[config.mk]
export PLATFORM = sky130hd
export DESIGN_NAME = quadSelect
export DESIGN_NICKNAME = d
export VERILOG_FILES = /design/src/design/textureBufferPkg.sv /design/src/design/quadSelect.sv
export SDC_FILE = /design/constraint.sdc
export NUM_CORES = 1
export LEC_CHECK = 0
export BUFFER_PORTS_ARGS = -buffer_cell sky130_fd_sc_hd__buf_2
export CAP_MARGIN = 30
export CORE_AREA = 2 2 93 95
export DETAILED_ROUTE_END_ITERATION = 12
export DIE_AREA = 0 0 95 97
export GPL_TIMING_DRIVEN = 0
export HOLD_SLACK_MARGIN = 0.03
export PLACE_DENSITY_LB_ADDON = 0.05
export SETUP_SLACK_MARGIN = 0.2
export SYNTH_ARGS = -nofsm -noshare
export SYNTH_HDL_FRONTEND = slang
export SYNTH_SLANG_ARGS = --single-unit
[constraint.sdc]
create_clock -name aclk -period 1.3 [get_ports aclk]
set_input_delay 0.065 -clock aclk [delete_from_list [all_inputs] [get_ports aclk]]
set_output_delay 0.065 -clock aclk [all_outputs]
set_load 0.1 [all_outputs]
[src/design/textureBufferPkg.sv]
/*
 * Texture buffer shared definitions
 * Texel widths, coordinate and quad structs, bank address width
 */
`default_nettype none

package textureBufferPkg;

    localparam int pixelWidth    = 16;
    localparam int coordWidth    = 16;
    localparam int sizeCodeWidth = 8;

    // Bit 0 is the bank, then lane bits, then the bank word address
    typedef logic [15:0] texelAddrT;

    // One-hot size code per axis, bit k set means 2^(k+1) texels
    typedef struct packed {
        logic [sizeCodeWidth-1:0] sizeX;
        logic [sizeCodeWidth-1:0] sizeY;
    } textureSizeT;

    typedef struct packed {
        logic [coordWidth-1:0] x;
        logic [coordWidth-1:0] y;
    } texelCoordT;

    // Fractions left-aligned, 0x0 is 0.0 and 0xffff is just below 1.0
    typedef struct packed {
        logic [coordWidth-1:0] x;
        logic [coordWidth-1:0] y;
    } subCoordT;

    // t01 is x+1, t10 is y+1, t11 is both
    typedef struct packed {
        texelAddrT t00;
        texelAddrT t01;
        texelAddrT t10;
        texelAddrT t11;
    } quadAddrT;

    typedef struct packed {
        logic [pixelWidth-1:0] t00;
        logic [pixelWidth-1:0] t01;
        logic [pixelWidth-1:0] t10;
        logic [pixelWidth-1:0] t11;
    } texelQuadT;

    // Word address width of one bank, each bank holds half the buffer
    function automatic int bankAddrWidth(input int streamWidth, input int sizeLog2);
        int texelLog2;
        texelLog2 = sizeLog2 - $clog2(pixelWidth / 8);
        return texelLog2 - $clog2(streamWidth / pixelWidth);
    endfunction

endpackage

`default_nettype wire

[src/design/quadSelect.sv]
/*
 * Quad selector
 * Routes quad addresses to the banks and picks the four texels from the bank words
 */
`default_nettype none
`timescale 1ns/1ns

module quadSelect #(
    parameter int streamWidth = 32,
    parameter int sizeLog2    = 14
)
(
    input  wire                             aclk,
    input  wire textureBufferPkg::quadAddrT  quadAddr,
    output logic [textureBufferPkg::bankAddrWidth(streamWidth, sizeLog2)-1:0] evenRow0Addr,
    output logic [textureBufferPkg::bankAddrWidth(streamWidth, sizeLog2)-1:0] oddRow0Addr,
    output logic [textureBufferPkg::bankAddrWidth(streamWidth, sizeLog2)-1:0] evenRow1Addr,
    output logic [textureBufferPkg::bankAddrWidth(streamWidth, sizeLog2)-1:0] oddRow1Addr,
    input  wire [streamWidth/2-1:0]         evenRow0Data,
    input  wire [streamWidth/2-1:0]         oddRow0Data,
    input  wire [streamWidth/2-1:0]         evenRow1Data,
    input  wire [streamWidth/2-1:0]         oddRow1Data,
    output textureBufferPkg::texelQuadT      texelQuad
);

    localparam int pw        = textureBufferPkg::pixelWidth;
    localparam int halfWidth = streamWidth / 2;
    localparam int bankLanes = halfWidth / pw;
    localparam int bankAddrW = textureBufferPkg::bankAddrWidth(streamWidth, sizeLog2);

    // Bank bit plus lane bits below the word address
    localparam int laneBits  = $clog2(streamWidth / pw);

    textureBufferPkg::quadAddrT decodeAddr;

    // Bank bit picks the word, the bits above it pick the lane
    function automatic logic [pw-1:0] pickTexel(
        input textureBufferPkg::texelAddrT addr,
        input logic [halfWidth-1:0]        evenWord,
        input logic [halfWidth-1:0]        oddWord
    );
        logic [halfWidth-1:0] word;
        int unsigned          lane;
        word = addr[0] ? oddWord : evenWord;
        lane = (addr >> 1) & (bankLanes - 1);
        pickTexel = word[lane*pw +: pw];
    endfunction

    // t00 and t01 sit in opposite banks, so does the second row
    always_comb
    begin
        evenRow0Addr = quadAddr.t00[0] ? quadAddr.t01[laneBits +: bankAddrW]
                                       : quadAddr.t00[laneBits +: bankAddrW];
        oddRow0Addr  = quadAddr.t00[0] ? quadAddr.t00[laneBits +: bankAddrW]
                                       : quadAddr.t01[laneBits +: bankAddrW];
        evenRow1Addr = quadAddr.t10[0] ? quadAddr.t11[laneBits +: bankAddrW]
                                       : quadAddr.t10[laneBits +: bankAddrW];
        oddRow1Addr  = quadAddr.t10[0] ? quadAddr.t10[laneBits +: bankAddrW]
                                       : quadAddr.t11[laneBits +: bankAddrW];
    end

    always_ff @(posedge aclk)
    begin
        decodeAddr <= quadAddr;
    end

    always_comb
    begin
        texelQuad.t00 = pickTexel(decodeAddr.t00, evenRow0Data, oddRow0Data);
        texelQuad.t01 = pickTexel(decodeAddr.t01, evenRow0Data, oddRow0Data);
        texelQuad.t10 = pickTexel(decodeAddr.t10, evenRow1Data, oddRow1Data);
        texelQuad.t11 = pickTexel(decodeAddr.t11, evenRow1Data, oddRow1Data);
    end

    // Neighbours on a row need both banks, unless the row is a single texel
    row0Banks: assert property (
        @(posedge aclk) (quadAddr.t00[0] != quadAddr.t01[0]) || (quadAddr.t00 == quadAddr.t01)
    );

    row1Banks: assert property (
        @(posedge aclk) (quadAddr.t10[0] != quadAddr.t11[0]) || (quadAddr.t10 == quadAddr.t11)
    );

endmodule

`default_nettype wire

==> impl_metrics.json <==
{
  "num-fill-cells": 667,
  "post_dp_cell_area_um2": 3140,
  "regArea_um2": 85.1,
  "detailedPlace.worstSlack_ps": 29.6,
  "multi_input_area_um2": 1630,
  "die_x_um": 95,
  "seq_area_frac_synth": 0.0428,
  "synth_cell_types": 5,
  "hpwl_um": 5620,
  "violations": "setup timing",
  "clkSinkCount": 4,
  "drt-total-wl_um": 7490,
  "tritoncts": "yes",
  "dieArea_um2": 9220,
  "drive_above_1_share": 0.990,
  "start_util": 0.230,
  "max_cap_viol_count": 0,
  "min_period_ps": 1370,
  "syn_area_per_cell_um2": 14.4,
  "yosysWarnings": 0,
  "slew_headroom": 0.677,
  "viasPerCell": 4.32,
  "setup_violations": 58,
  "clk_path_buf_depth": 2,
  "synth_area_leaders": "mux2_4, mux2_2, buf_12",
  "grt_pass1_vias": 2178,
  "rows": 33,
  "worst_pin_slew_ps": 488,
  "top_regs": "decodeAddr (4)",
  "start_kind": "register",
  "synth_ff_type": "dfxtp_1",
  "drtAntennaViolNets": 0,
  "globalRouteOverflowTotal": 0,
  "grtUsageTotal": 0.146,
  "drc": 0,
  "leakagePower_nw": 2.47,
  "period_share": 1.05,
  "criticalPathCategory": "register to primary output",
  "synth_enable_flop_cells": 0,
  "layout_setup_ws_ps": -68.9,
  "syn2layout_area_growth_pct": 147,
  "async_reset_ff_frac": 0,
  "vdd_drop_max_uv": 396,
  "rsz0062_at_grt": "true",
  "yosysMostFrequentCell": "mux2_4",
  "worstPathArrival_ps": 1300,
  "pin_count": 241,
  "dr_total_vias": 2118,
  "power.density_nw_per_um2": 930,
  "htreeDepth": 1,
  "status": "finished with violations",
  "die-height_um": 97,
  "maxSlewViolCount": 0,
  "antenna_cells": 0,
  "grt_util_met2": 0.301,
  "grt_pass1_wl_um": 10600,
  "grt_util_met1": 0.142,
  "setup.worst_path.end_class": "primary output",
  "drtIter0Drc": 10,
  "max_clock_freq_ghz": 0.730,
  "grt_max_degree": 11,
  "finalHoldViolations": 0,
  "core-area_um2": 8130,
  "globalplace.congestion": 0.744,
  "hold_ws_ps": 511,
  "largest-register": "decodeAddr",
  "post_drt_wl_per_cell_um": 15.3,
  "synth_nets": 259,
  "worstPathMaxFanout": 8,
  "globalRoute.busiestLayer": "met2",
  "syn_area_um2": 1870,
  "io_buffer_count": 228,
  "cts_buffers": 3,
  "synthTopCellsByCount": "mux2_4, mux2_2, buf_12",
  "postSynthCellCount": 130,
  "final_area_um2": 4620,
  "met3_usage": 0.0319,
  "synth_seq_cells": 4,
  "yosys.area.top_type_share": 0.643,
  "antenna_found_initial": 0,
  "fin_nets": 516,
  "clk_pin_slew_ps": 30,
  "dr.pass1.iters": 3,
  "hold_class": "input port to register",
  "synth_largest_area_cell": "mux2_4",
  "cts_root_buf": "clkbuf_8",
  "largest_reg_flops": 4,
  "worstPathRequired_ps": 1240
}
-- placed cells by master (no fill, tap or decap) --
cell type and instances:
buf_2 124, mux2_4 99, buf_4 50, clkbuf_16 4
dlygate4sd3_1 4, mux2_2 13, buf_8 4, buf_6 8
clkbuf_8 3, buf_12 72, dfxtp_2 4
-- cell families (layout without fill, tap and decap cells) --
logic type / Yosys count / in the layout / synth area share
muxes: 112 / 112 / 0.835
DFF: 4 / 4 / 0.0428
buffers and inverters: 14 / 269 / 0.122
-- stage by stage --
step | util | std cells | power (mW) | TNS (ps)
2_1_floorplan | - | 130 | 2.78 | 0
3_3_place_gp | 0.386 | 463 | 3.25 | 0
3_5_place_dp | 0.386 | 463 | 3.25 | 0
4_1_cts | 0.542 | 476 | 4.24 | -3330
5_1_grt | 0.568 | 490 | 4.41 | -4320
6_report | 0.568 | 490 | 4.29 | -2480
-- layout make-up --
cell class / instances / share of cell area
Buffer: 14 / 0.0526
Clock buffer: 3 / 0.00894
Multi-Input combinational cell: 112 / 0.354
Sequential cell: 4 / 0.0184
Tap cell: 105 / 0.0284
Timing Repair Buffer: 252 / 0.538
-- per-layer routing --
layer  vias up  wire, um  part of all wire
li1       1008         -                 -
met5         -         0                 0
met2       116      4300              0.57
met3         4       577             0.077
met4         0        54            0.0072
met1       990      2560              0.34
-- where the power goes --
part | switching (mW) | leakage, nW | internal [mW] | total (mW)
Clock | 0.0591 | 0.0216 | 0.197 | 0.256
Sequential | 0.00381 | 0.0338 | 0.132 | 0.136
Combinational | 2.52 | 2.41 | 1.38 | 3.90
Total | 2.58 | 2.47 | 1.71 | 4.29
-- worst max-delay path: stages (launching register included) --
cell       delay (ps)
dfxtp_2           320
buf_8             140
clkbuf_16         160
mux2_4            310
buf_12            170
-- path summary, 6_finish.rpt --
path / start / end / slack [ps] / cells after the start
setup / recovery: decodeAddr[16] / texelQuad[25] / -70 / 4
hold / removal: quadAddr[48] / decodeAddr[48] / 510 / 2
-- repair_timing --
item / CTS / global route
resized for setup: 320 / 9
hold endpoints to repair: 4 / 0
setup buffers: 6 / 10
cloned: 0 / 4
endpoints found under the setup margin: 104 / 64
pin swaps: 0 / 0
hold buffers: 4 / 0
Power figures use the tool's default switching activity.
