[config.mk]
export PLATFORM = sky130hd
export DESIGN_NAME = texelAddressGen
export DESIGN_NICKNAME = d
export VERILOG_FILES = /design/src/design/textureBufferPkg.sv /design/src/design/texelAddressGen.sv
export SDC_FILE = /design/constraint.sdc
export NUM_CORES = 1
export LEC_CHECK = 0
export ABC_AREA = 1
export BUFFER_PORTS_ARGS = -buffer_cell sky130_fd_sc_hd__buf_2
export CORE_ASPECT_RATIO = 0.75
export CORE_MARGIN = 5
export CORE_UTILIZATION = 47
export CTS_CLUSTER_SIZE = 10
export DETAILED_ROUTE_END_ITERATION = 8
export PLACE_DENSITY = 0.73
export SKIP_CTS_REPAIR_TIMING = 1
export SYNTH_ARGS = -nofsm -noshare
export SYNTH_HDL_FRONTEND = slang
export SYNTH_SLANG_ARGS = --single-unit
export TNS_END_PERCENT = 30
[constraint.sdc]
create_clock -name aclk -period 5.9 [get_ports aclk]
set_input_delay 0.885 -clock aclk [delete_from_list [all_inputs] [get_ports aclk]]
set_output_delay 0.885 -clock aclk [all_outputs]
set_load 0.01 [all_outputs]
[src/design/textureBufferPkg.sv]
/*
 * Texture buffer shared definitions
 * Texel widths, coordinate and quad structs, bank address width
 */
`default_nettype none

package textureBufferPkg;

    localparam int pixelWidth    = 16;
    localparam int coordWidth    = 16;
    localparam int sizeCodeWidth = 8;

    // Bit 0 is the bank, then lane bits, then the bank word address
    typedef logic [15:0] texelAddrT;

    // One-hot size code per axis, bit k set means 2^(k+1) texels
    typedef struct packed {
        logic [sizeCodeWidth-1:0] sizeX;
        logic [sizeCodeWidth-1:0] sizeY;
    } textureSizeT;

    typedef struct packed {
        logic [coordWidth-1:0] x;
        logic [coordWidth-1:0] y;
    } texelCoordT;

    // Fractions left-aligned, 0x0 is 0.0 and 0xffff is just below 1.0
    typedef struct packed {
        logic [coordWidth-1:0] x;
        logic [coordWidth-1:0] y;
    } subCoordT;

    // t01 is x+1, t10 is y+1, t11 is both
    typedef struct packed {
        texelAddrT t00;
        texelAddrT t01;
        texelAddrT t10;
        texelAddrT t11;
    } quadAddrT;

    typedef struct packed {
        logic [pixelWidth-1:0] t00;
        logic [pixelWidth-1:0] t01;
        logic [pixelWidth-1:0] t10;
        logic [pixelWidth-1:0] t11;
    } texelQuadT;

    // Word address width of one bank, each bank holds half the buffer
    function automatic int bankAddrWidth(input int streamWidth, input int sizeLog2);
        int texelLog2;
        texelLog2 = sizeLog2 - $clog2(pixelWidth / 8);
        return texelLog2 - $clog2(streamWidth / pixelWidth);
    endfunction

endpackage

`default_nettype wire

[src/design/texelAddressGen.sv]
/*
 * Texel address generator
 * Decodes size codes into the four quad addresses and registers the sub-texel fractions
 */
`default_nettype none
`timescale 1ns/1ns

module texelAddressGen (
    input  wire                               aclk,
    input  wire textureBufferPkg::textureSizeT textureSize,
    input  wire textureBufferPkg::texelCoordT  texelCoord,
    output textureBufferPkg::quadAddrT         quadAddr,
    output textureBufferPkg::subCoordT         subCoord
);

    localparam int cw = textureBufferPkg::coordWidth;

    // Index bits of an axis, zero for a 1-texel axis
    function automatic logic [3:0] sizeBits(
        input logic [textureBufferPkg::sizeCodeWidth-1:0] code
    );
        case (code)
            8'b0000_0001: sizeBits = 4'd1;
            8'b0000_0010: sizeBits = 4'd2;
            8'b0000_0100: sizeBits = 4'd3;
            8'b0000_1000: sizeBits = 4'd4;
            8'b0001_0000: sizeBits = 4'd5;
            8'b0010_0000: sizeBits = 4'd6;
            8'b0100_0000: sizeBits = 4'd7;
            8'b1000_0000: sizeBits = 4'd8;
            default:      sizeBits = 4'd0;
        endcase
    endfunction

    // Top n fraction bits below bit 15, masking also wraps the neighbour
    function automatic logic [7:0] axisIndex(input logic [cw-1:0] c, input logic [3:0] n);
        logic [cw-1:0] shifted;
        logic [8:0]    mask;
        shifted = c >> (4'd15 - n);
        mask = (9'd1 << n) - 9'd1;
        axisIndex = shifted[7:0] & mask[7:0];
    endfunction

    function automatic logic [cw-1:0] axisFraction(input logic [cw-1:0] c, input logic [3:0] n);
        if (n == 4'd0)
        begin
            axisFraction = '0;
        end
        else
        begin
            axisFraction = c << (n + 4'd1);
        end
    endfunction

    // Row index sits above the column index
    function automatic textureBufferPkg::texelAddrT texelAddress(
        input logic [7:0] iy,
        input logic [7:0] ix,
        input logic [3:0] nX
    );
        texelAddress = ({8'd0, iy} << nX) | {8'd0, ix};
    endfunction

    logic [3:0]    nX;
    logic [3:0]    nY;
    logic [cw-1:0] xNext;
    logic [cw-1:0] yNext;
    logic [7:0]    ix0;
    logic [7:0]    ix1;
    logic [7:0]    iy0;
    logic [7:0]    iy1;

    textureBufferPkg::subCoordT subNext;

    always_comb
    begin
        nX = sizeBits(textureSize.sizeX);
        nY = sizeBits(textureSize.sizeY);

        // One texel step ahead on each axis
        xNext = texelCoord.x + (cw'(1) << (4'd15 - nX));
        yNext = texelCoord.y + (cw'(1) << (4'd15 - nY));

        ix0 = axisIndex(texelCoord.x, nX);
        ix1 = axisIndex(xNext, nX);
        iy0 = axisIndex(texelCoord.y, nY);
        iy1 = axisIndex(yNext, nY);

        quadAddr.t00 = texelAddress(iy0, ix0, nX);
        quadAddr.t01 = texelAddress(iy0, ix1, nX);
        quadAddr.t10 = texelAddress(iy1, ix0, nX);
        quadAddr.t11 = texelAddress(iy1, ix1, nX);

        subNext.x = axisFraction(texelCoord.x, nX);
        subNext.y = axisFraction(texelCoord.y, nY);
    end

    // In step with the bank read
    always_ff @(posedge aclk)
    begin
        subCoord <= subNext;
    end

endmodule

`default_nettype wire

==> metrics.md <==
| Metric | Value |
|---|---|
| Layout Utilization | 0.571 |
| Vias in the first global route | 7,281 |
| Core Footprint | 13,700 um^2 |
| Ports | 145 |
| Worst-margin pin slew | 0.823 ns |
| Port Buffer Count | 144 |
| Root Driver | clkbuf_16 |
| Routed wire per std cell | 15.7 um |
| Starting density of the core | 0.481 |
| ANT nets after route | 0 |
| Status | complete, no violations |
| Seq/Total Area, Yosys | 0.0968 |
| Initial drt markers | 1,186 |
| CP Capture Point | quadAddr[15] |
| Chip height | 113 um |
| Area grow syn2layout | 18.7% |
| CP Capture Type | output pin |
| Sink Count | 32 |
| Synthesized instance count | 1,208 |
| Share of the synthesized area in the top cell type | 0.193 |
| Maximum number of pins on one net before global-route repair | 49 |
| Crit-path max FO | 4 |
| Routability cong. | 1.01 |
| Max VDD drop | 94.0 uV |
| Pwr Total | 753 uW |
| CTS tree | done |
| Distinct cells, synth | 52 |
| Slew Viols, Final | 0 |
| H-tree depth | 2 |
| Crit-path leading delay family | simple AND/OR/NAND/NOR gates |
| Mapped Area | 6620 um^2 |
| Max reg flops | 32 |
| Most frequent CP cell | nand2_2 |
| Critical path origin | textureSize[0] |
| Critical Path AT | 4.75 ns |
| DP HPWL | 19,400 um |
| Share of cells above drive strength 1 | 0.204 |
| Row Count | 37 |
| Period minus WS final | 5.63 ns |
| Fill cells | 1,427 |
| RSZ-0062 raised after global routing | true |
| Initial antenna violation count | 0 |
| Avg Synthesized Cell Area | 5.48 um^2 |
| Drt total wl | 23,600 um |
| Slew HR | 0.449 |
| Number of remaining DRC errors | 0 |
| Top post-synthesis cells by area | nand2_1 (19%), nand3_1 (12%), dfxtp_1 (9.7%) |
| Final hold slack | 1.01 ns |
| Largest regs | subCoord x32 |
| Levels on crit path | 36 |
| Synth warn | 0 |
| Vias/cell | 5.61 |
| CP Launch Type | primary input |
| Global-route wire length before repair | 36,600 um |
| Slowest stage delay, CP | 0.38 ns |
| Die area | 16,600 um^2 |
| Buffers & Inverters on Critical Path | 5 |
| Leak | 4.41 nW |
| Cell taking the most area after synthesis | nand2_1 |
| Max Freq | 178 MHz |
| ANT cells | 0 |
| Critical Path RT | 5.02 ns |
| Pwr dens | 95.9 nW/um^2 |
| Max_cap viols | 0 |
| Final count of hold timing violations | 0 |
| Most frequent cells in the layout | nand2_1 (326), buf_2 (143), nand3_1 (141) |
| # nets final | 1,422 |
| Total negative slack | 0 ns |
| Clk pin slew, worst setup/hold paths | 0.05 ns |
| HP Class | in2reg |
| Worst path slowest cell | fa_1 |
| Most flops, register | subCoord |
| Pre-antenna DRT Iters | 6 |
| Synthesis-stage register bit count | 32 |
| Endpoints failing setup | 0 |
| Clock Tree Buf Depth | 2 |
| Most common cell after layout, fill and taps aside | nand2_1 |
| Final Cycle Share | 0.955 |
| Global Route Usage Sum | 0.264 |
| Vias | 8,441 |
| Remaining global-route overflow | 0 |
| Total CTS buffers | 5 |
| Die W | 147 um |
| Critical path class | in2out |
==> how the worst min path moves through the flow <==
| stage | start | endpoint | slack (ns) | depth (start not counted) |
|---|---|---|---|---|
| after floorplan | texelCoord[0] | subCoord[0]$_SDFF_PP0_ | 1.12 | 4 |
| after global placement | subCoord[31]$_SDFF_PP0_ | subCoord[31] | 1.28 | 1 |
| after detailed placement | subCoord[23]$_SDFF_PP0_ | subCoord[23] | 1.28 | 1 |
| after CTS | texelCoord[0] | subCoord[0]$_SDFF_PP0_ | 1.01 | 5 |
| after global routing | texelCoord[0] | subCoord[0]$_SDFF_PP0_ | 1.05 | 5 |
| final | texelCoord[0] | subCoord[0]$_SDFF_PP0_ | 1.01 | 5 |
==> stage by stage <==
stage | area (um^2) | std cells | setup slack [ns]
2_1_floorplan | 6650 | 1215 | 0.134
3_3_place_gp | 7450 | 1491 | 0.175
3_5_place_dp | 7450 | 1491 | 0.139
4_1_cts | 7600 | 1498 | 0.122
5_1_grt | 7860 | 1504 | -0.0405
6_report | 7860 | 1504 | 0.266
==> layer usage <==
layer,routed length [um],up-vias,track usage
met5,0,-,0
met4,405,0,0.0521
met3,3250,36,0.0588
met2,8930,518,0.363
met1,11000,3652,0.414
li1,-,4235,-
==> power by group <==
part / leakage [nW] / switching, mW / total (mW) / internal [mW]
logic: 4.07 / 0.179 / 0.274 / 0.0947
clock network: 0.0760 / 0.0799 / 0.256 / 0.176
registers: 0.259 / 0.00111 / 0.223 / 0.222
==> Yosys cell counts, drive strengths merged <==
master and n:
clkbuf 33, o21a 4, conb 1, o21ai 130, o211ai 18, o2111ai 4, clkinv 3, ha 42
o31ai 4, nand4 10, xor2 18, nor2 102, mux2i 14, o21bai 6, o221ai 3, inv 129
a211oi 2, o22ai 14, a21boi 2, a211o 1, a31oi 4, nor3 18, o32ai 2, dfxtp 32
a21oi 42, fa 2, nand2 347, and2 1, nand3 159, a221oi 1, buf 38, nand3b 4
xnor2 8, nor4 2, nor3b 1, or2 6, a21o 1
==> worst min-delay path: cells and delay by family <==
family / cells / cell delay (ns)
buf+inv: 1 / 0.12
simple gates: 4 / 0.23
==> final cells by class <==
type / count / area, um^2 / share of cell area
clock buffer: 7 / 153 / 0.0194
tap: 175 / 219 / 0.0279
multi-input combinational: 980 / 5370 / 0.683
timing repair buffer: 178 / 978 / 0.125
sequential: 32 / 641 / 0.0816
inverter: 132 / 495 / 0.0631
==> kinds of logic after synthesis <==
kind of cell,Yosys count,synth area share
simple gates,650,0.430
compound gates,238,0.204
buf+inv,203,0.128
fa+ha+maj,44,0.0854
flops,32,0.0968
xor+xnor,26,0.0344
mux,14,0.0212
other cells,1,0.000566
Note: power is estimated with default switching activity, not from simulation.
