[config.mk]
export PLATFORM = sky130hd
export DESIGN_NAME = streamWriter
export DESIGN_NICKNAME = d
export VERILOG_FILES = /design/src/design/textureBufferPkg.sv /design/src/design/streamWriter.sv
export SDC_FILE = /design/constraint.sdc
export NUM_CORES = 1
export LEC_CHECK = 0
export ABC_AREA = 1
export BUFFER_PORTS_ARGS = -buffer_cell sky130_fd_sc_hd__buf_2
export CAP_MARGIN = 15
export CORE_MARGIN = 4
export CORE_UTILIZATION = 42
export CTS_BUF_LIST = sky130_fd_sc_hd__clkbuf_4
export CTS_CLUSTER_DIAMETER = 60
export DETAILED_ROUTE_END_ITERATION = 10
export PLACE_DENSITY = 0.88
export SYNTH_ARGS = -nofsm -noshare
export SYNTH_HDL_FRONTEND = slang
export SYNTH_SLANG_ARGS = --single-unit
[constraint.sdc]
create_clock -name aclk -period 1.6 [get_ports aclk]
set_input_delay 0.16 -clock aclk [delete_from_list [all_inputs] [get_ports aclk]]
set_output_delay 0.16 -clock aclk [all_outputs]
set_load 0.05 [all_outputs]
[src/design/textureBufferPkg.sv]
/*
 * Texture buffer shared definitions
 * Texel widths, coordinate and quad structs, bank address width
 */
`default_nettype none

package textureBufferPkg;

    localparam int pixelWidth    = 16;
    localparam int coordWidth    = 16;
    localparam int sizeCodeWidth = 8;

    // Bit 0 is the bank, then lane bits, then the bank word address
    typedef logic [15:0] texelAddrT;

    // One-hot size code per axis, bit k set means 2^(k+1) texels
    typedef struct packed {
        logic [sizeCodeWidth-1:0] sizeX;
        logic [sizeCodeWidth-1:0] sizeY;
    } textureSizeT;

    typedef struct packed {
        logic [coordWidth-1:0] x;
        logic [coordWidth-1:0] y;
    } texelCoordT;

    // Fractions left-aligned, 0x0 is 0.0 and 0xffff is just below 1.0
    typedef struct packed {
        logic [coordWidth-1:0] x;
        logic [coordWidth-1:0] y;
    } subCoordT;

    // t01 is x+1, t10 is y+1, t11 is both
    typedef struct packed {
        texelAddrT t00;
        texelAddrT t01;
        texelAddrT t10;
        texelAddrT t11;
    } quadAddrT;

    typedef struct packed {
        logic [pixelWidth-1:0] t00;
        logic [pixelWidth-1:0] t01;
        logic [pixelWidth-1:0] t10;
        logic [pixelWidth-1:0] t11;
    } texelQuadT;

    // Word address width of one bank, each bank holds half the buffer
    function automatic int bankAddrWidth(input int streamWidth, input int sizeLog2);
        int texelLog2;
        texelLog2 = sizeLog2 - $clog2(pixelWidth / 8);
        return texelLog2 - $clog2(streamWidth / pixelWidth);
    endfunction

endpackage

`default_nettype wire

[src/design/streamWriter.sv]
/*
 * Stream writer
 * Counts bank write addresses and splits each beat into even and odd X texels
 */
`default_nettype none
`timescale 1ns/1ns

module streamWriter #(
    parameter int streamWidth = 32,
    parameter int sizeLog2    = 14
)
(
    input  wire                   aclk,
    input  wire                   resetn,
    input  wire                   streamValid,
    input  wire                   streamLast,
    input  wire [streamWidth-1:0] streamData,
    output logic [textureBufferPkg::bankAddrWidth(streamWidth, sizeLog2)-1:0] writeAddr,
    output logic [streamWidth/2-1:0] evenData,
    output logic [streamWidth/2-1:0] oddData
);

    localparam int pw        = textureBufferPkg::pixelWidth;
    localparam int bankLanes = streamWidth / (2 * pw);

    // Wraps at the bank depth, restarts after a last beat
    always_ff @(posedge aclk)
    begin
        if (!resetn)
        begin
            writeAddr <= '0;
        end
        else if (streamValid)
        begin
            writeAddr <= streamLast ? '0 : writeAddr + 1'b1;
        end
    end

    // Texel 2i goes to the even bank, texel 2i+1 to the odd bank
    for (genvar i = 0; i < bankLanes; i++)
    begin : gStride
        assign evenData[i*pw +: pw] = streamData[(2*i)*pw +: pw];
        assign oddData[i*pw +: pw]  = streamData[(2*i+1)*pw +: pw];
    end

endmodule

`default_nettype wire

==> run summary, run 1 <==
OUTCOME
------------------------------------------------------------------------------
Status                                                            finished clean

POWER AND IR DROP
------------------------------------------------------------------------------
Static leakage                                                     0.000368 uW
Post-route total power                                                  547 uW
Total power divided by cell area                                   692 mW/mm^2
IR drop worst, VDD                                                      476 uV

CRITICAL PATH
------------------------------------------------------------------------------
Critical path data required time                                       1.81 ns
Critical Setup Path Class                                              reg2reg
Worst Setup Start Kind                                               flip-flop
Element type at the critical path end                                flip-flop
FF-to-FF path depth                                                          7
FF-to-FF setup slack                                                   0.38 ns
Arr. time, crit path                                                   1.44 ns
Launching point of the worst reg2reg path                         writeAddr[0]
Worst R2R End                                                     writeAddr[10]
Crit path max fanout                                                         4

CELLS AND AREA
------------------------------------------------------------------------------
Top register by number of flip-flops                                 writeAddr
Number of flip-flops under the largest register name                        12
Largest registers                                                 writeAddr: 12 flops
Final layout net count                                                     148
Fillers                                                                    221
Area growth syn-to-layout                                               -13.2%
N_diodes                                                                     0
Ratio of cells with drive above 1 in the final layout                    31.2%

LOGIC SYNTHESIS
------------------------------------------------------------------------------
#FFs+latches synth                                                          12
Ranking of synthesized cells by area                              sky130_fd_sc_hd__dfxtp_1 26%, sky130_fd_sc_hd__buf_4 26%, sky130_fd_sc_hd__nand2_1 7.8%
Number of enable-type register cells in the synthesized netlist              0
Post-synthesis async set-or-reset flop share                                0%
Nets in the synthesized netlist                                            161
Commonest cells post-synth                                        32 x sky130_fd_sc_hd__buf_4, 19 x sky130_fd_sc_hd__nand2_1, 16 x sky130_fd_sc_hd__nor2_1, 13 x sky130_fd_sc_hd__inv_1, 12 x sky130_fd_sc_hd__dfxtp_1
Library cell with the highest instance count after synthesis      sky130_fd_sc_hd__buf_4
Post-Syn Instances                                                         124
Sequential area share after synthesis                                    26.4%
Per-instance average area after synthesis                            7.34 um^2
Biggest area consumer among synthesized cells                     sky130_fd_sc_hd__dfxtp_1
Area share of the leading cell type in the synthesized netlist           26.4%
Most used flip-flop cell after synthesis                          sky130_fd_sc_hd__dfxtp_1
Number of distinct library cells after synthesis                            23
Post-synth design cell area                                           910 um^2
Count of warnings emitted by yosys                                           0

PLACEMENT
------------------------------------------------------------------------------
Port Buffer Count                                                           15
Gp weighted congestion                                                   0.775
HPWL after DPL                                                         1260 um

GLOBAL ROUTE
------------------------------------------------------------------------------
Overall track demand over capacity in global routing                     10.9%
Antenna violations before repair                                             0
Maximum number of pins on one net before global-route repair                11
Number of global-route vias before repair                                  530
First-pass GRT wire length                                             2340 um
Total congestion overflow after global routing                               0

DRT
------------------------------------------------------------------------------
Number of iterations in the first detailed-routing pass                      4
Routed via count divided by cell count                                    4.70
Final ANT Viol Nets                                                          0
Average wire length per cell after detail routing                      11.2 um
Post-route DRC                                                               0
DR iter-0 viols                                                             12
Overall routed net length                                              1530 um
Vias                                                                       639

CLOCK TREE
------------------------------------------------------------------------------
Clock Sinks                                                                 12
Gates resized, CTS repair                                                    0
Postcts setup bufs                                                           0
Clock latency reported for the late side of the worst-skew pair        0.27 ns
H-tree levels                                                                1
CTS tree                                                                 built
Number of buffers inserted during clock tree synthesis                       3
Cell chosen for the clock root                                    sky130_fd_sc_hd__clkbuf_4
Maximum count of clock buffers along a single path                           2
Count of hold-fix buffers inserted at cts                                    0
Reg clk slew, reported paths                                           0.07 ns

TIMING
------------------------------------------------------------------------------
RSZ-0062 raised after global routing                                        no
Transition time of the tightest slew-check pin                        0.295 ns
Setup-violating endpoint count in the final report                           0
Headroom to the max-slew limit                                           80.3%
Maximum clock rate                                                   0.817 GHz
Final hold violations                                                        0
Clk_skew                                                            0.00891 ns
Final critical-path required period                                    1.22 ns
Fin. max-slew vios                                                           0
Final clock period utilization by the worst path                         76.5%
Sum Neg Setup Slack                                                       0 ns

FLOORPLAN
------------------------------------------------------------------------------
Die Area                                                          0.00297 mm^2
Row count                                                                   16
Initial Utilization                                                      45.4%
Number of primary I/O pins                                                  80
Horizontal extent of the die                                           54.5 um
Die Y                                                                  54.5 um
Standard cell core area                                           0.00200 mm^2

RUN
------------------------------------------------------------------------------
Max-Cap Viols                                                                0

HOLD PATH
------------------------------------------------------------------------------
Number of cells traversed by the worst hold path                             4
Worst min path class                                                    in2reg
Worst min-delay path startpoint                                     streamLast
Hold path endpoint                                                writeAddr[9]

## cell families (layout without fill, tap and decap cells)
logic type,after synthesis,count (layout),share of synthesized area (%)
flip-flops,12,12,26.4
AND/OR/NAND/NOR,53,53,30.7
XOR/XNOR,1,1,0.963
AO/OA/AOI/OAI,7,7,5.91
adder cells (fa/ha/maj),1,1,1.38
buffers and inverters,50,35,34.7
## layout by cell type, fill, tap and decap left out, drive strengths merged
master,instances
nand2,22
nor2,21
inv,16
buf,15
dfxtp,12
nand3,6
a21oi,4
nand4,3
clkbuf,3
o21ai,2
nor3b,1
a211oi,1
xnor2,1
clkinv,1
ha,1
## where the power goes
part | internal [uW] | switching [uW]
Combinational | 17.4 | 39.7
Sequential | 303 | 5.17
Clock | 87.1 | 94.5
Total | 407 | 139
## area by class of cell
type / instances / area, um^2 / area share, %
tap: 27 / 33.8 / 4.28
sequential: 12 / 240 / 30.4
inverter: 17 / 63.8 / 8.08
multi-input combinational: 62 / 354 / 44.8
timing repair buffer: 15 / 75.1 / 9.51
clock buffer: 3 / 22.5 / 2.85
## metal layers
layer  vias up  wire length, um  part of all wire [%]  track usage [%]
li1        318                -                     -                -
met1       267              558                    37             12.6
met2        39              705                    46             15.9
met3        15              180                    12             3.27
met4         0               80                   5.2             9.96
met5         -                0                     0                0
## metrics by stage
stage                     utilization [%]  setup WS, ns  instances  hold WS, ns  area (um^2)
final                                39.4         0.376        136        0.228          790
after global routing                 39.4         0.252        136        0.246          790
after CTS                            39.4         0.369        136        0.227          790
after detailed placement             38.3         0.389        133        0.320          767
after global placement               38.3         0.466        133        0.320          767
after floorplan                         -        0.0756        124        0.363          910
## critical path, cell delays in order, from the launching register on
cell and delay (ns):
sky130_fd_sc_hd__dfxtp_1 0.41, sky130_fd_sc_hd__ha_1 0.23, sky130_fd_sc_hd__inv_1 0.06, sky130_fd_sc_hd__nor2_2 0.16, sky130_fd_sc_hd__nand3_1 0.10, sky130_fd_sc_hd__nand2_1 0.06, sky130_fd_sc_hd__inv_1 0.04, sky130_fd_sc_hd__nor2_1 0.10
## worst max-delay path by stage
stage,cells after the start,slack [ns],from,end
6_report,7,0.38,writeAddr[0],writeAddr[10]
5_1_grt,7,0.25,writeAddr[0],writeAddr[6]
4_1_cts,7,0.37,writeAddr[0],writeAddr[10]
3_5_place_dp,7,0.39,writeAddr[0],writeAddr[10]
3_3_place_gp,6,0.47,writeAddr[0],writeAddr[6]
2_1_floorplan,6,0.08,writeAddr[0],writeAddr[6]
Power figures use the tool's default switching activity.
==> run 2, diff against run 1 <==
--- a/config.mk
+++ b/config.mk
@@ -9,11 +9,11 @@
 export BUFFER_PORTS_ARGS = -buffer_cell sky130_fd_sc_hd__buf_2
 export CAP_MARGIN = 15
 export CORE_MARGIN = 4
-export CORE_UTILIZATION = 42
+export CORE_UTILIZATION = 39
 export CTS_BUF_LIST = sky130_fd_sc_hd__clkbuf_4
 export CTS_CLUSTER_DIAMETER = 60
 export DETAILED_ROUTE_END_ITERATION = 10
-export PLACE_DENSITY = 0.88
+export PLACE_DENSITY = 0.83
 export SYNTH_ARGS = -nofsm -noshare
 export SYNTH_HDL_FRONTEND = slang
 export SYNTH_SLANG_ARGS = --single-unit
==> constraint.sdc (replaced) <==
create_clock -name aclk -period 1.2 [get_ports aclk]
set_input_delay 0.12 -clock aclk [delete_from_list [all_inputs] [get_ports aclk]]
set_output_delay 0.12 -clock aclk [all_outputs]
set_load 0.05 [all_outputs]
==> run 2 against run 1 <==
Sequential power increased by 33%. Via count increased by 2.8%. Maximum frequency is 11% higher. Largest cell class unchanged. Setup slack got worse by 0.28 ns. Die area is 6.6% higher. Total power grew 36%. Non-clock buffer count up 1. Final cell count up 2.2%. Sequential cell count did not move. Worst hold slack lost 0.043 ns. Global-route usage decreased by 1.9 points.
==> run summary, run 2 (same netlist as run 1, synthesis figures left out) <==
POWER AND IR DROP
------------------------------------------------------------------------------
Share of total power consumed by net switching                           26.0%   +0.50 points
Internal portion of total power                                         551 uW   +35%
Total power divided by cell area                                   875 mW/mm^2   +26%
IR drop worst, VDD                                                      610 uV   +28%
Sequential group share of total power                                    55.2%   -1.1 points
Static leakage                                                     0.000378 uW   +2.9%
Comb pwr share                                                           11.4%   +0.9 points
Switching power                                                         194 uW   +39%
Power share of the clock group                                           33.5%   +0.3 points

TIMING
------------------------------------------------------------------------------
Final hold violations                                                        0   unchanged
Hold Slack                                                            0.185 ns   -0.0434 ns
Setup-violating endpoint count in the final report                           0   unchanged
Final clock period utilization by the worst path                         91.8%   +15 points
Maximum clock rate                                                   0.907 GHz   +11%
Final critical-path required period                                    1.10 ns   -0.122 ns
Sum Neg Setup Slack                                                       0 ns   unchanged
Clk_skew                                                            0.00179 ns   -0.00712 ns
Transition time of the tightest slew-check pin                        0.306 ns   +0.0110 ns
Headroom to the max-slew limit                                           79.5%   -0.73 points
Crit path setup slack, layout                                        0.0978 ns   -0.278 ns
Fin. max-slew vios                                                           0   unchanged

GLOBAL ROUTE
------------------------------------------------------------------------------
Number of global-route vias before repair                                  551   +4.0%
Maximum number of pins on one net before global-route repair                11   unchanged
Antenna violations before repair                                             0   unchanged
Overall track demand over capacity in global routing                     9.05%   -1.9 points
First-pass GRT wire length                                             2290 um   -2.1%
Total congestion overflow after global routing                               0   unchanged

DRT
------------------------------------------------------------------------------
Routed via count divided by cell count                                    4.73   +0.60%
Average wire length per cell after detail routing                      10.9 um   -2.7%
DR iter-0 viols                                                             20   +8
Overall routed net length                                              1520 um   -0.59%
Number of iterations in the first detailed-routing pass                      5   +1
Vias                                                                       657   +2.8%
Post-route DRC                                                               0   unchanged
Final ANT Viol Nets                                                          0   unchanged

CRITICAL PATH
------------------------------------------------------------------------------
Worst Setup Start Kind                                               flip-flop
Cell at the slowest stage of the critical path                    sky130_fd_sc_hd__dfxtp_4
CP max stage delay                                                     0.38 ns   -0.03 ns
Most repeated library cell on the critical path                   sky130_fd_sc_hd__nand2_1
CP bufs+invs                                                                 0   -2
Critical Setup Path Class                                              reg2reg
Stages on worst setup path                                                   7   unchanged
Arr. time, crit path                                                   1.30 ns   -0.14 ns
Critical path data required time                                       1.40 ns   -0.41 ns
FF-to-FF path depth                                                          7   unchanged
Crit path max fanout                                                         4   unchanged
Element type at the critical path end                                flip-flop
Series of cell instances along the critical path                  ha_4, nand3_4, nor2_4, nand2_2, nand2_1, nand2_1, nor2_1
Top Family by Delay on Critical Path                              simple AND/OR/NAND/NOR gates

CLOCK TREE
------------------------------------------------------------------------------
Clock Sinks                                                                 12   unchanged
H-tree levels                                                                1   unchanged
Clock latency reported for the late side of the worst-skew pair        0.26 ns   about the same
Cell chosen for the clock root                                    sky130_fd_sc_hd__clkbuf_4
Maximum count of clock buffers along a single path                           2   unchanged
Reg clk slew, reported paths                                           0.07 ns   about the same
Number of buffers inserted during clock tree synthesis                       3   unchanged
CTS tree                                                                 built

OUTCOME
------------------------------------------------------------------------------
Status                                                            finished clean

CELLS AND AREA
------------------------------------------------------------------------------
N_diodes                                                                     0   unchanged
Most common cell after layout, fill and taps aside                sky130_fd_sc_hd__nand2_1
Largest registers                                                 writeAddr: 12 flops
Final layout net count                                                     149   +0.68%
Area growth syn-to-layout                                               -6.46%
Ratio of cells with drive above 1 in the final layout                    44.1%   +13 points
Number of flip-flops under the largest register name                        12   unchanged
Commonest non-fill, non-tap cells in the layout                   18 x sky130_fd_sc_hd__nand2_1, 15 x sky130_fd_sc_hd__nor2_1, 15 x sky130_fd_sc_hd__buf_2
Top register by number of flip-flops                                 writeAddr

FLOORPLAN
------------------------------------------------------------------------------
Die Y                                                                  56.3 um   +3.2%
Number of primary I/O pins                                                  80   unchanged
Die Area                                                          0.00317 mm^2   +6.6%
Standard cell core area                                           0.00221 mm^2   +10%
Initial Utilization                                                      41.1%   -4.3 points
Row count                                                                   17   +1
Horizontal extent of the die                                           56.3 um   +3.2%

PLACEMENT
------------------------------------------------------------------------------
Worst-case setup slack after placement                               0.0581 ns   -0.331 ns
Port Buffer Count                                                           15   unchanged
Gp weighted congestion                                                   0.713   -8.1%
HPWL after DPL                                                         1140 um   -9.9%

RUN
------------------------------------------------------------------------------
Max-Cap Viols                                                                0   unchanged

HOLD PATH
------------------------------------------------------------------------------
Number of cells traversed by the worst hold path                             4   unchanged
Worst min path class                                                    in2reg

run 2: cell types whose count changed in the layout (fill, tap and decap cells not counted), sizes merged:
cell	delta
buf	+1
clkinv	+1
run 2: worst paths after layout:
check                 endpoint  slack [ns]          from
setup reg to reg  writeAddr[6]         0.1  writeAddr[1]
hold reg to reg   writeAddr[3]        0.51  writeAddr[3]
setup / recovery  writeAddr[6]         0.1  writeAddr[1]
hold / removal    writeAddr[5]        0.18    streamLast
run 2: layout make-up:
class,instances,area [um^2]
Clock buffer,3,22.5
Timing Repair Buffer,16,82.6
Clock inverter,1,3.75
Sequential cell,12,259
Multi-Input combinational cell,62,384
Inverter,17,63.8
Tap cell,28,35.0
Fill cell,244,1360
run 2: stage by stage:
step	std cells	area, um^2	total power (uW)	util [%]
2_1_floorplan	124	928	769	-
3_3_place_gp	134	787	493	35.6
3_5_place_dp	134	787	497	35.6
4_1_cts	138	813	748	36.8
5_1_grt	139	851	786	38.5
6_report	139	851	745	38.5
run 2: tightest hold or removal path, delay by kind of cell:
family          cells  cell delay (ns)
compound gates      1             0.10
buf+inv             1             0.10
simple gates        2             0.10
run 2: power by group through the flow:
| stage | Combinational, uW | Clock (uW) | Sequential [uW] |
|---|---|---|---|
| detailed placement | 77.9 | 0 | 419 |
| global placement | 75.4 | 0 | 418 |
| floorplan | 331 | 0 | 437 |
| global route | 93.6 | 280 | 412 |
| CTS | 78.0 | 261 | 409 |
| finish | 84.5 | 249 | 411 |
run 2: routing by layer:
layer / part of all wire, % / GRT usage [%] / vias up
met5: 0 / 0 / -
met4: 0.59 / 2.03 / 0
met3: 8.6 / 6.21 / 4
met2: 49 / 14.9 / 35
met1: 41 / 9.52 / 296
li1: - / - / 322
run 2: timing repair:
| action | CTS | global route |
|---|---|---|
| gates resized for setup | 0 | 6 |
| hold buffers | 0 | 0 |
| setup endpoints to repair | 0 | 2 |
| buffers inserted | 0 | 1 |
